[src/cpu_pkg.sv]
package cpu_pkg;

    localparam int word_size = 16;
    localparam int reg_addr_bits = 2;

    // ~~~~~~~~~~~~~~~~~~~~~~~~~~~~~~~~~~~~~~
    // Instruction fields.
    // ~~~~~~~~~~~~~~~~~~~~~~~~~~~~~~~~~~~~~~
    localparam int op_msb = 15;
    localparam int op_lsb = 12;
    localparam int rs_msb = 11;
    localparam int rs_lsb = 10;
    localparam int rt_msb = 9;
    localparam int rt_lsb = 8;
    localparam int rd_msb = 7;
    localparam int rd_lsb = 6;
    localparam int func_msb = 5;
    localparam int func_lsb = 0;
    localparam int imm_msb = 7;
    localparam int imm_lsb = 0;
    localparam int imm_bits = imm_msb - imm_lsb + 1;

    // I-type ops write rt, R-type ops write rd.
    typedef enum logic [3:0] {
        op_adi   = 4'd4,
        op_lwd   = 4'd7,
        op_swd   = 4'd8,
        op_rtype = 4'd15
    } opcode_e;

    typedef enum logic [5:0] {
        fn_add = 6'd0,
        fn_sub = 6'd1,
        fn_and = 6'd2,
        fn_orr = 6'd3,
        fn_wwd = 6'd28,
        fn_hlt = 6'd29
    } func_e;

    typedef enum logic [1:0] {
        alu_add,
        alu_sub,
        alu_and,
        alu_orr
    } alu_op_e;

endpackage

[src/id_ex_if.sv]
interface id_ex_if;

    logic [cpu_pkg::word_size-1:0]     r_data1;
    logic [cpu_pkg::word_size-1:0]     r_data2;
    logic [cpu_pkg::word_size-1:0]     imm;
    cpu_pkg::alu_op_e                  alu_op;
    logic                              use_imm;
    logic [cpu_pkg::reg_addr_bits-1:0] rd;

    // Control bits, all zero in a bubble.
    logic mem_read, mem_write;
    logic reg_write, mem_to_reg;
    logic is_wwd, is_done;

    modport producer (
        output r_data1, r_data2, imm, alu_op, use_imm, rd,
        output mem_read, mem_write, reg_write, mem_to_reg, is_wwd, is_done
    );

    modport consumer (
        input r_data1, r_data2, imm, alu_op, use_imm, rd,
        input mem_read, mem_write, reg_write, mem_to_reg, is_wwd, is_done
    );

endinterface

[src/ex_mem_if.sv]
interface ex_mem_if;

    logic [cpu_pkg::word_size-1:0]     alu_result;
    logic [cpu_pkg::word_size-1:0]     r_data1;
    logic [cpu_pkg::word_size-1:0]     r_data2;
    logic [cpu_pkg::reg_addr_bits-1:0] rd;

    logic mem_read, mem_write;
    logic reg_write, mem_to_reg;
    logic is_wwd, is_done;

    modport producer (
        output alu_result, r_data1, r_data2, rd,
        output mem_read, mem_write, reg_write, mem_to_reg, is_wwd, is_done
    );

    modport consumer (
        input alu_result, r_data1, r_data2, rd,
        input mem_read, mem_write, reg_write, mem_to_reg, is_wwd, is_done
    );

endinterface

[src/id_stage.sv]
module id_stage #(
    parameter logic [cpu_pkg::word_size-1:0] pc_reset = '0
) (
    input  logic                              clk,
    input  logic                              reset_n,
    input  logic [cpu_pkg::word_size-1:0]     i_data,
    input  logic                              mem_reg_write,
    input  logic [cpu_pkg::reg_addr_bits-1:0] mem_rd,
    input  logic                              wb_reg_write,
    input  logic [cpu_pkg::reg_addr_bits-1:0] wb_rd,
    input  logic [cpu_pkg::word_size-1:0]     wb_data,
    output logic [cpu_pkg::word_size-1:0]     i_addr,
    id_ex_if.producer                         de
);

    logic [cpu_pkg::word_size-1:0]     pc;
    logic [cpu_pkg::word_size-1:0]     regs [2**cpu_pkg::reg_addr_bits];
    logic                              halt_seen;

    cpu_pkg::opcode_e                  opcode;
    cpu_pkg::func_e                    func;
    logic [cpu_pkg::reg_addr_bits-1:0] rs, rt, rd, dest;
    logic [cpu_pkg::word_size-1:0]     imm, rdata1, rdata2;

    cpu_pkg::alu_op_e                  alu_op;
    logic use_imm, mem_read, mem_write, reg_write, mem_to_reg;
    logic is_wwd, is_done, use_rs, use_rt;
    logic hazard_ex, hazard_mem, wwd_gap, stall, issue;

    assign i_addr = pc;

    assign opcode = cpu_pkg::opcode_e'(i_data[cpu_pkg::op_msb:cpu_pkg::op_lsb]);
    assign func = cpu_pkg::func_e'(i_data[cpu_pkg::func_msb:cpu_pkg::func_lsb]);
    assign rs = i_data[cpu_pkg::rs_msb:cpu_pkg::rs_lsb];
    assign rt = i_data[cpu_pkg::rt_msb:cpu_pkg::rt_lsb];
    assign rd = i_data[cpu_pkg::rd_msb:cpu_pkg::rd_lsb];
    assign imm = {{(cpu_pkg::word_size - cpu_pkg::imm_bits){i_data[cpu_pkg::imm_msb]}},
                  i_data[cpu_pkg::imm_msb:cpu_pkg::imm_lsb]};

    // ~~~~~~~~~~~~~~~~~~~~~~~~~~~~~~~~~~~~~~
    // Decoder.
    // ~~~~~~~~~~~~~~~~~~~~~~~~~~~~~~~~~~~~~~
    always_comb begin
        alu_op = cpu_pkg::alu_add;
        use_imm = 1'b0;
        mem_read = 1'b0;
        mem_write = 1'b0;
        reg_write = 1'b0;
        mem_to_reg = 1'b0;
        is_wwd = 1'b0;
        is_done = 1'b0;
        use_rs = 1'b0;
        use_rt = 1'b0;
        dest = rt;
        case (opcode)
            cpu_pkg::op_rtype: begin
                dest = rd;
                case (func)
                    cpu_pkg::fn_sub: alu_op = cpu_pkg::alu_sub;
                    cpu_pkg::fn_and: alu_op = cpu_pkg::alu_and;
                    cpu_pkg::fn_orr: alu_op = cpu_pkg::alu_orr;
                    default:         alu_op = cpu_pkg::alu_add;
                endcase
                case (func)
                    cpu_pkg::fn_add, cpu_pkg::fn_sub, cpu_pkg::fn_and, cpu_pkg::fn_orr: begin
                        use_rs = 1'b1;
                        use_rt = 1'b1;
                        reg_write = 1'b1;
                    end
                    cpu_pkg::fn_wwd: begin
                        use_rs = 1'b1;
                        is_wwd = 1'b1;
                    end
                    cpu_pkg::fn_hlt: is_done = 1'b1;
                    default: ;
                endcase
            end
            cpu_pkg::op_adi: begin
                use_rs = 1'b1;
                use_imm = 1'b1;
                reg_write = 1'b1;
            end
            cpu_pkg::op_lwd: begin
                use_rs = 1'b1;
                use_imm = 1'b1;
                mem_read = 1'b1;
                reg_write = 1'b1;
                mem_to_reg = 1'b1;
            end
            cpu_pkg::op_swd: begin
                use_rs = 1'b1;
                use_rt = 1'b1;
                use_imm = 1'b1;
                mem_write = 1'b1;
            end
            default: ;
        endcase
    end

    // Register read, with the writeback value bypassed.
    always_comb begin
        rdata1 = regs[rs];
        rdata2 = regs[rt];
        if (wb_reg_write && wb_rd == rs) rdata1 = wb_data;
        if (wb_reg_write && wb_rd == rt) rdata2 = wb_data;
    end

    // ~~~~~~~~~~~~~~~~~~~~~~~~~~~~~~~~~~~~~~
    // Hazard stall.
    // ~~~~~~~~~~~~~~~~~~~~~~~~~~~~~~~~~~~~~~
    assign hazard_ex = de.reg_write && ((use_rs && de.rd == rs) || (use_rt && de.rd == rt));
    assign hazard_mem = mem_reg_write && ((use_rs && mem_rd == rs) || (use_rt && mem_rd == rt));
    // Keeps a gap between output port pulses.
    assign wwd_gap = is_wwd && de.is_wwd;
    assign stall = hazard_ex || hazard_mem || wwd_gap;
    assign issue = !stall && !halt_seen;

    always_ff @(posedge clk) begin
        if (reset_n) begin
            pc <= pc_reset;
            halt_seen <= 1'b0;
        end else if (issue) begin
            if (is_done) begin
                halt_seen <= 1'b1;
            end else begin
                pc <= pc + 1'b1;
            end
        end
    end

    always_ff @(posedge clk) begin
        if (reset_n) begin
            regs <= '{default: '0};
        end else if (wb_reg_write) begin
            regs[wb_rd] <= wb_data;
        end
    end

    // ID/EX register. Bubble on stall or after halt.
    always_ff @(posedge clk) begin
        if (reset_n || !issue) begin
            de.mem_read <= 1'b0;
            de.mem_write <= 1'b0;
            de.reg_write <= 1'b0;
            de.mem_to_reg <= 1'b0;
            de.is_wwd <= 1'b0;
            de.is_done <= 1'b0;
        end else begin
            de.mem_read <= mem_read;
            de.mem_write <= mem_write;
            de.reg_write <= reg_write;
            de.mem_to_reg <= mem_to_reg;
            de.is_wwd <= is_wwd;
            de.is_done <= is_done;
        end
        de.r_data1 <= rdata1;
        de.r_data2 <= rdata2;
        de.imm <= imm;
        de.alu_op <= alu_op;
        de.use_imm <= use_imm;
        de.rd <= dest;
    end

endmodule

[src/ex_stage.sv]
module ex_stage (
    id_ex_if.consumer  de,
    ex_mem_if.producer em
);

    logic [cpu_pkg::word_size-1:0] operand_b;

    assign operand_b = de.use_imm ? de.imm : de.r_data2;

    // Also the memory address for LWD and SWD.
    always_comb begin
        case (de.alu_op)
            cpu_pkg::alu_sub: em.alu_result = de.r_data1 - operand_b;
            cpu_pkg::alu_and: em.alu_result = de.r_data1 & operand_b;
            cpu_pkg::alu_orr: em.alu_result = de.r_data1 | operand_b;
            default:          em.alu_result = de.r_data1 + operand_b;
        endcase
    end

    assign em.r_data1 = de.r_data1;
    assign em.r_data2 = de.r_data2;
    assign em.rd = de.rd;

    assign em.mem_read = de.mem_read;
    assign em.mem_write = de.mem_write;
    assign em.reg_write = de.reg_write;
    assign em.mem_to_reg = de.mem_to_reg;
    assign em.is_wwd = de.is_wwd;
    assign em.is_done = de.is_done;

endmodule

[src/ex_mem_reg.sv]
module ex_mem_reg (
    input logic        clk,
    input logic        reset_n,
    ex_mem_if.consumer d,
    ex_mem_if.producer q
);

    always_ff @(posedge clk) begin
        if (reset_n) begin
            q.alu_result <= '0;
            q.r_data1 <= '0;
            q.r_data2 <= '0;
            q.rd <= '0;
            q.mem_read <= 1'b0;
            q.mem_write <= 1'b0;
            q.reg_write <= 1'b0;
            q.mem_to_reg <= 1'b0;
            q.is_wwd <= 1'b0;
            q.is_done <= 1'b0;
        end else begin
            q.alu_result <= d.alu_result;
            q.r_data1 <= d.r_data1;
            q.r_data2 <= d.r_data2;
            // Decode reads rd and reg_write here for the MEM hazard.
            q.rd <= d.rd;
            q.mem_read <= d.mem_read;
            q.mem_write <= d.mem_write;
            q.reg_write <= d.reg_write;
            q.mem_to_reg <= d.mem_to_reg;
            q.is_wwd <= d.is_wwd;
            q.is_done <= d.is_done;
        end
    end

endmodule

[src/mem_wb_stage.sv]
module mem_wb_stage (
    input  logic                              clk,
    input  logic                              reset_n,
    ex_mem_if.consumer                        em,
    input  logic [cpu_pkg::word_size-1:0]     d_rdata,
    output logic [cpu_pkg::word_size-1:0]     d_addr,
    output logic [cpu_pkg::word_size-1:0]     d_wdata,
    output logic                              d_read,
    output logic                              d_write,
    output logic                              wb_reg_write,
    output logic [cpu_pkg::reg_addr_bits-1:0] wb_rd,
    output logic [cpu_pkg::word_size-1:0]     wb_data,
    output logic [cpu_pkg::word_size-1:0]     out_port,
    output logic                              out_valid,
    output logic                              halted
);

    // ~~~~~~~~~~~~~~~~~~~~~~~~~~~~~~~~~~~~~~
    // MEM stage.
    // ~~~~~~~~~~~~~~~~~~~~~~~~~~~~~~~~~~~~~~
    assign d_addr = em.alu_result;
    assign d_wdata = em.r_data2;
    assign d_read = em.mem_read;
    assign d_write = em.mem_write;

    // ~~~~~~~~~~~~~~~~~~~~~~~~~~~~~~~~~~~~~~
    // MEM/WB register.
    // ~~~~~~~~~~~~~~~~~~~~~~~~~~~~~~~~~~~~~~
    always_ff @(posedge clk) begin
        if (reset_n) begin
            wb_reg_write <= 1'b0;
            out_valid <= 1'b0;
            halted <= 1'b0;
        end else begin
            wb_reg_write <= em.reg_write;
            out_valid <= em.is_wwd;
            // Sticky until reset.
            halted <= halted || em.is_done;
        end
    end

    always_ff @(posedge clk) begin
        wb_rd <= em.rd;
        wb_data <= em.mem_to_reg ? d_rdata : em.alu_result;
        out_port <= em.r_data1;
    end

endmodule

[src/cpu_top.sv]
module cpu_top #(
    parameter logic [cpu_pkg::word_size-1:0] pc_reset = '0
) (
    input  logic                          clk,
    input  logic                          reset_n,
    output logic [cpu_pkg::word_size-1:0] i_addr,
    input  logic [cpu_pkg::word_size-1:0] i_data,
    output logic [cpu_pkg::word_size-1:0] d_addr,
    output logic [cpu_pkg::word_size-1:0] d_wdata,
    output logic                          d_read,
    output logic                          d_write,
    input  logic [cpu_pkg::word_size-1:0] d_rdata,
    output logic [cpu_pkg::word_size-1:0] out_port,
    output logic                          out_valid,
    output logic                          halted
);

    logic                              wb_reg_write;
    logic [cpu_pkg::reg_addr_bits-1:0] wb_rd;
    logic [cpu_pkg::word_size-1:0]     wb_data;

    id_ex_if  id_ex ();
    ex_mem_if ex_mem_d ();
    ex_mem_if ex_mem_q ();

    id_stage #(
        .pc_reset(pc_reset)
    ) u_id_stage (
        .clk          (clk),
        .reset_n      (reset_n),
        .i_data       (i_data),
        .mem_reg_write(ex_mem_q.reg_write),
        .mem_rd       (ex_mem_q.rd),
        .wb_reg_write (wb_reg_write),
        .wb_rd        (wb_rd),
        .wb_data      (wb_data),
        .i_addr       (i_addr),
        .de           (id_ex)
    );

    ex_stage u_ex_stage (
        .de(id_ex),
        .em(ex_mem_d)
    );

    ex_mem_reg u_ex_mem_reg (
        .clk    (clk),
        .reset_n(reset_n),
        .d      (ex_mem_d),
        .q      (ex_mem_q)
    );

    mem_wb_stage u_mem_wb_stage (
        .clk         (clk),
        .reset_n     (reset_n),
        .em          (ex_mem_q),
        .d_rdata     (d_rdata),
        .d_addr      (d_addr),
        .d_wdata     (d_wdata),
        .d_read      (d_read),
        .d_write     (d_write),
        .wb_reg_write(wb_reg_write),
        .wb_rd       (wb_rd),
        .wb_data     (wb_data),
        .out_port    (out_port),
        .out_valid   (out_valid),
        .halted      (halted)
    );

endmodule

[config.mk]
export PLATFORM = sky130hd
export DESIGN_NAME = cpu_top
export DESIGN_NICKNAME = d
export VERILOG_FILES = /design/src/cpu_pkg.sv /design/src/id_ex_if.sv /design/src/ex_mem_if.sv /design/src/id_stage.sv /design/src/ex_stage.sv /design/src/ex_mem_reg.sv /design/src/mem_wb_stage.sv /design/src/cpu_top.sv
export SDC_FILE = /design/constraint.sdc
export NUM_CORES = 1
export LEC_CHECK = 0
export BUFFER_PORTS_ARGS = -buffer_cell sky130_fd_sc_hd__clkbuf_2
export CAP_MARGIN = 20
export CORE_ASPECT_RATIO = 0.75
export CORE_UTILIZATION = 40
export DETAILED_ROUTE_END_ITERATION = 7
export SKIP_CTS_REPAIR_TIMING = 1
export SLEW_MARGIN = 20
export SYNTH_ARGS = -nofsm -noshare
export SYNTH_HDL_FRONTEND = slang
export SYNTH_SLANG_ARGS = --single-unit
[constraint.sdc]
create_clock -name clk -period 8.56 [get_ports clk]
set_input_delay 0.428 -clock clk [delete_from_list [all_inputs] [get_ports clk]]
set_output_delay 0.428 -clock clk [all_outputs]
set_load 0.05 [all_outputs]
==> results of run 1 <==
## cells by family (layout without fill, tap and decap cells)
kind of cell	after synthesis	in the layout	synth area share, %
adder cells (fa/ha/maj)	26	26	3.27
flip-flops	223	223	45.9
AO/OA/AOI/OAI	206	206	12.8
AND/OR/NAND/NOR	360	360	17.7
multiplexers	94	94	14.5
XOR/XNOR	34	34	3.06
buffers and inverters	71	163	2.83
## layer usage
layer / wire length (um) / part of all wire (%) / track usage, % / vias up
li1: - / - / - / 3731
met1: 12800 / 50 / 29.9 / 3548
met2: 10900 / 43 / 30.7 / 204
met3: 1370 / 5.4 / 3.67 / 24
met4: 281 / 1.1 / 4.48 / 0
met5: 0 / 0 / 0 / -
## cell type report
class	instances	share of cell area (%)
multi-input combinational	720	44.4
clock buffer	30	5.71
tap	306	3.41
clock inverter	11	1.35
inverter	16	0.534
timing repair buffer	106	4.85
sequential	223	39.7
## power by group
| part | switching (mW) | total [mW] | internal (mW) |
|---|---|---|---|
| clock | 0.414 | 1.04 | 0.623 |
| sequential | 0.0495 | 1.12 | 1.07 |
| combinational | 0.179 | 0.281 | 0.102 |
## worst paths after layout
check / from / to / slack [ns] / cells after the start
setup / recovery: u_id_stage.de.use_imm / u_ex_mem_reg.q.alu_result[15] / 4.62 / 14
hold / removal: i_data[6] / u_id_stage.de.imm[6] / 0.04 / 1
setup reg to reg: u_id_stage.de.use_imm / u_ex_mem_reg.q.alu_result[15] / 4.62 / 14
hold reg to reg: u_ex_mem_reg.q.r_data1[13] / u_mem_wb_stage.out_port[13] / 0.32 / 0
## stage by stage
step	setup slack [ns]	power, mW
after floorplan	4.74	1.33
after global placement	4.39	1.42
after detailed placement	4.37	1.42
after CTS	4.34	2.46
after global routing	4.29	2.53
final	4.62	2.44
## Yosys cell counts, types with 10 or more instances
library cell / n
nor2b_1: 41
nand2_1: 158
xor2_1: 10
nand3_1: 23
o21ai_0: 32
nor2_1: 55
and3_1: 12
nor3_1: 17
or3_1: 10
nand2b_1: 11
clkbuf_1: 39
xnor2_1: 24
mux2_2: 56
mux4_2: 32
a21oi_1: 109
inv_1: 16
ha_1: 19
dfxtp_1: 223
## worst max-delay path, cell delays in order (launching register included)
cell and delay (ns):
dfxtp_2 0.71, mux2i_1 0.37, ha_1 0.23, o21ai_1 0.08
o21bai_1 0.20, or3_1 0.45, o21a_1 0.21, o22ai_1 0.18
ha_1 0.34, a21oi_1 0.18, o21bai_1 0.11, nor4_1 0.25
a21oi_1 0.13, a2111o_1 0.38, nand3_1 0.06
## registers in the layout (all words and copies together), names as in the netlist, 2 cells and up
register and flops:
u_ex_mem_reg.q.alu_result 16, u_ex_mem_reg.q.rd 2, u_mem_wb_stage.wb_data 16, u_ex_mem_reg.q.r_data2 16, u_id_stage.de.alu_op 2, u_id_stage.regs 64
u_id_stage.de.r_data1 16, u_id_stage.de.rd 2, u_mem_wb_stage.wb_rd 2, u_mem_wb_stage.out_port 16, u_ex_mem_reg.q.r_data1 16, u_id_stage.de.r_data2 16
u_id_stage.de.imm 8, u_id_stage.i_addr 16
==> impl_results.md, run 1 <==
* Status: completed
* Syn Nets at 1068
* Largest cells by area after synthesis: dfxtp_1, mux4_2, mux2_2, nand2_1, a21oi_1
* Post-DRT Antenna Nets at 0
* Port bufs at 101
* Largest net degree at the start of global routing at 79
* Vias in the first global route at 6849
* Via count at 7507
* Multi-input logic area at 0.00499 mm^2
* Die height at 137 um
* Clock latency on the worst-skew pair at 0.53 ns
* Final Core Density at 47.0%
* Antenna cells at 0
* F_max at 254 MHz
* DRC at 0
* Fin Clk Skew at 0.0231 ns
* Vias per std cell at 5.32
* Post-synthesis cell count at 1014
* Most common cell after layout, fill and taps aside: dfxtp_1
* VDD IR max at 0.000123 V
* Yosys reg bits at 223
* Design area at 0.0112 mm^2
* WL/cell at 18.0 um
* Tot GR Track Use at 20.3%
* Lkg Pwr at 4.45 nW
* CTS clock-pin slew for the worst setup and hold paths at 0.06 ns
* Top FF cell, synth: dfxtp_1
* Share of post-route cells with drive strength above 1 at 22.2%
* First drt pass iteration count at 5
* Floorplan row count at 49
* Fill cells at 2246
* Distinct cells, synth at 62
* Io pins at 102
* Worst hold slack at 0.0382 ns
* Clk root buf: clkbuf_16
* Placeable core area at 0.0239 mm^2
* Rel. slew slack at 34.0%
* Max cap viols at 0
* Post-Syn Area per Cell at 9.59 um^2
* Initial antenna violation count at 0
* Synth Warn # at 0
* Share of synthesized registers carrying an async set or reset at 0%
* Power per cell area at 217 mW/mm^2
* Clock Tree Buf Depth at 3
* Slew at the pin closest to its max-slew limit at 0.987 ns
* Crit start category: register
* Post-Layout Cell Count at 1412
* CP max FO at 35
* Critical path type: reg2reg
* First-pass GRT wire length at 39.4 mm
* Sequential area share after synthesis at 45.9%
* Cell count after placement at 1371
* Unrepaired setup endpoints after global routing: no
* Post-route clock period utilization at 46.0%
* Largest area contributor in the netlist: dfxtp_1
* Num CTS Buffers at 23
* Synthesized area at 0.00973 mm^2
* CTS tree: done
* Endpoints failing setup at 0
* Most frequent cells in the layout: dfxtp_1, nand2_1, a21oi_1, clkbuf_2, mux2_2
* Final Max Tran Viols at 0
* Minimum clock period at 3.94 ns
* HP Class: in2reg
* CP Data Required Time at 9.01 ns
* Setup TNS at 0 ns
* Register area at 0.00447 mm^2
* Starting DRT DRC Count at 463
* Post-Place Cell Area at 0.0104 mm^2
* Initial Util at 40.7%
* EDFF count, synth at 0
* H-tree levels at 1
* Nets at 1144
* Placer Congestion at 0.927
* DIE WIDTH at 182 um
* Endpoint class of the critical path: register
* Yosys top cell area share at 45.9%
* Total gr overflow at 0
* Clock Sink Count at 223
* DIE AREA at 0.0250 mm^2
* Area Growth Syn to Fin at 15.6%
* Hold Vio Cnt, Final at 0
* DP HPWL at 17.7 mm
* WL final at 25.4 mm
* Arrival @ worst endpoint at 4.39 ns
No activity file was read; power rests on OpenSTA's default activity.
==> inputs of run 2 (changes only) <==
ABC_AREA = 1   (was not set)
clock period = 3.2 ns   (was 8.56 ns; I/O delays follow)
==> run 2 against run 1 <==
Compared with the run above:
- the run now ends with negative hold slack left
- synthesized area rose by 1.8%
- fmax rose by 33%
- routed wire length rose by 9.4%
- utilization rose by 1.8 points
- global-route usage rose by 1.1 points
- combinational power rose to 4.2 times the previous value
- cell area rose by 5.0%
- clock skew fell by 0.0089 ns
==> impl_results.md, run 2 <==
* Critical path startpoint: u_id_stage.de.use_imm
* Tot GR Track Use at 21.4%
* DIE WIDTH at 184 um
* Biggest register: u_id_stage.regs
* Nets at 1451
* Sequential area share after synthesis at 45.1%
* First drt pass iteration count at 5
* Clock network fraction of total power at 38.1%
* Post-synthesis cell count at 1283
* CTS clock-pin slew for the worst setup and hold paths at 0.06 ns
* Largest cells by area after synthesis: dfxtp_1, nor2_1, o21ai_0, nand2_1, inv_1
* CTS tree: done
* Reg2reg setup slack at 0.23 ns
* Yosys top cell area share at 45.1%
* Fin Clk Skew at 0.0142 ns
* Minimum clock period at 2.97 ns
* Net Sw Power at 2.10 mW
* First-pass GRT wire length at 42.9 mm
* Total gr overflow at 0
* DIE AREA at 0.0254 mm^2
* Power per cell area at 590 mW/mm^2
* Clk root buf: clkbuf_16
* Synth Warn # at 0
* WL/cell at 15.9 um
* Part of the power in registers at 44.8%
* VDD IR max at 0.000394 V
* Placer Congestion at 0.884
* DP HPWL at 19.2 mm
* Mux contribution to synthesized area at 1.82%
* Endpoint class of the critical path: register
* Switch share at 30.1%
* Max reg flops at 64
* Post-Syn Area per Cell at 7.72 um^2
* Post-synthesis simple-gate area fraction at 18.9%
* Final Max Tran Viols at 0
* Most frequent cells in the layout: dfxtp_1, nor2_1, nand2_1, inv_1, o21ai_0
* Internal at 4.87 mW
* Vias in the first global route at 7818
* Hold Vio Cnt, Final at 1
* Via count at 8777
* Combinational Power Share at 17.0%
* Synthesized area at 0.00991 mm^2
* Placeable core area at 0.0242 mm^2
* Pre-CTS setup slack at 0.0236 ns
* Arrival @ worst endpoint at 3.38 ns
* Initial Util at 41.0%
* Post-route clock period utilization at 92.7%
* Post-DRT Antenna Nets at 0
* Area Growth Syn to Fin at 19.1%
* CP Data Required Time at 3.61 ns
* Share of post-route cells with drive strength above 1 at 17.1%
* Distinct cells, synth at 45
* Critical path type: reg2reg
* Slew at the pin closest to its max-slew limit at 1.07 ns
* Largest net degree at the start of global routing at 74
* Vias per std cell at 5.03
* H-tree levels at 1
* Syn Nets at 1337
* Num CTS Buffers at 23
* Endpoints failing setup at 0
* Io pins at 102
* Critical R2R Launch: u_id_stage.de.use_imm
* Most common cell after layout, fill and taps aside: dfxtp_1
* Clock Sink Count at 223
* Antenna cells at 0
* Largest family of logic cells by synthesized area: compound AO/OA/AOI/OAI gates
* Worst hold path stage count at 3
* Floorplan row count at 49
* Crit start category: register
* Setup TNS at 0 ns
* DRC at 0
* Port bufs at 101
* XOR/XNOR Fraction of Synth Area at 3.45%
* Worst setup path endpoint: u_ex_mem_reg.q.alu_result[15]
* Yosys reg bits at 223
* Dominant cell by count in the synthesized netlist: dfxtp_1
* Clock Tree Buf Depth at 3
* Clock latency on the worst-skew pair at 0.51 ns
* Most frequent cells after synthesis: dfxtp_1, nor2_1, nand2_1, inv_1, o21ai_0
* Rel. slew slack at 28.9%
* Worst hold slack at -0.00182 ns
* F_max at 337 MHz
* Die height at 138 um
* Failing checks: negative hold slack
* Worst Reg-to-Reg Cells at 18
* HP Class: in2reg
* CP max FO at 8
* Top FF cell, synth: dfxtp_1
* Unrepaired setup endpoints after global routing: yes
* EDFF count, synth at 0
* Max cap viols at 0
* Final WS setup at 0.232 ns
* Starting DRT DRC Count at 661
* Adder-cell share of the synthesized area at 2.60%
* R2r endpoint: u_ex_mem_reg.q.alu_result[15]
* Largest area contributor in the netlist: dfxtp_1
* Share of synthesized registers carrying an async set or reset at 0%
* Initial antenna violation count at 0
* Lkg Pwr at 5.29 nW
* Status: complete, but fails checks
* Synth Area in Compound Gates at 19.6%
* Fill cells at 2395
* WL final at 27.8 mm
run 2: changes by cell type in the layout (fill, tap and decap cells not counted), sizes merged, moves of 18 or more:
cell         before  now
nor2b            41    0
o211ai            4   39
mux4             32    0
mux2             56   16
a31oi             2   36
dlygate4sd3       0   27
nand4             4   22
nor2             55  185
inv              17  150
buf               6   27
o21ai            33  141
run 2: cell families (layout without fill, tap and decap cells):
group / count (synthesis) / after routing
buf+inv: 215 / 345
mux: 16 / 16
compound gates: 340 / 340
flops: 223 / 223
simple gates: 430 / 430
fa+ha+maj: 20 / 20
xor+xnor: 39 / 39
run 2: metrics by stage:
step,power (mW),instance area [um^2],utilization [%],cells,hold WS [ns]
detailed placement,4.32,10700,44.5,1675,0.304
CTS,6.98,11500,47.6,1716,-0.222
finish,6.97,11800,48.9,1744,-0.00182
global route,7.26,11800,48.9,1744,0.00968
global placement,4.33,10700,44.5,1675,0.309
floorplan,3.95,9910,-,1283,0.188
run 2: power by group through the flow:
stage                     sequential [mW]  clock, mW  combinational, mW
after floorplan                      3.35          0              0.603
after global routing                 3.14       2.82               1.30
final                                3.12       2.66               1.19
after global placement               3.18          0               1.15
after CTS                            3.12       2.71               1.15
after detailed placement             3.18          0               1.14
run 2: worst min-delay path by stage:
stage                                 endpoint      start  slack, ns
after floorplan           u_id_stage.de.imm[0]  i_data[0]       0.19
after global placement    u_id_stage.de.imm[7]  i_data[7]       0.31
after detailed placement  u_id_stage.de.imm[6]  i_data[6]       0.30
after CTS                 u_id_stage.de.imm[7]  i_data[7]      -0.22
after global routing       u_id_stage.de.rd[0]  i_data[8]       0.01
final                      u_id_stage.de.rd[0]  i_data[8]     -0.002
run 2: final cells by class:
cell class	instances	area [um^2]	share of cell area, %
clock inverters	13	139	1.18
well taps	331	414	3.51
inverters	149	559	4.74
repair buffers	155	978	8.29
multi-input cells	845	4630	39.2
flip-flops and latches	223	4470	37.9
clock buffers	28	614	5.21
run 2: critical path, cell delays in order (launching register included):
cell,delay [ns]
dfxtp_4,0.37
o21ai_2,0.21
ha_1,0.20
nand3_1,0.10
nand3b_1,0.21
nor2_2,0.12
nand2_1,0.08
nand2_1,0.09
o21ai_1,0.08
xnor2_1,0.15
ha_2,0.38
nand2_1,0.13
nor4_2,0.31
a21o_1,0.17
inv_1,0.04
nand2_1,0.05
nand3_1,0.06
nand2_1,0.06
inv_1,0.04
run 2: layer usage:
layer	vias up	GRT usage (%)	share of wire [%]	wire [um]
met5	-	0	0	0
met4	0	4.69	1.8	511
met3	31	3.71	6.6	1840
met2	304	31.8	42	11600
met1	3964	31.9	50	13800
li1	4478	-	-	-
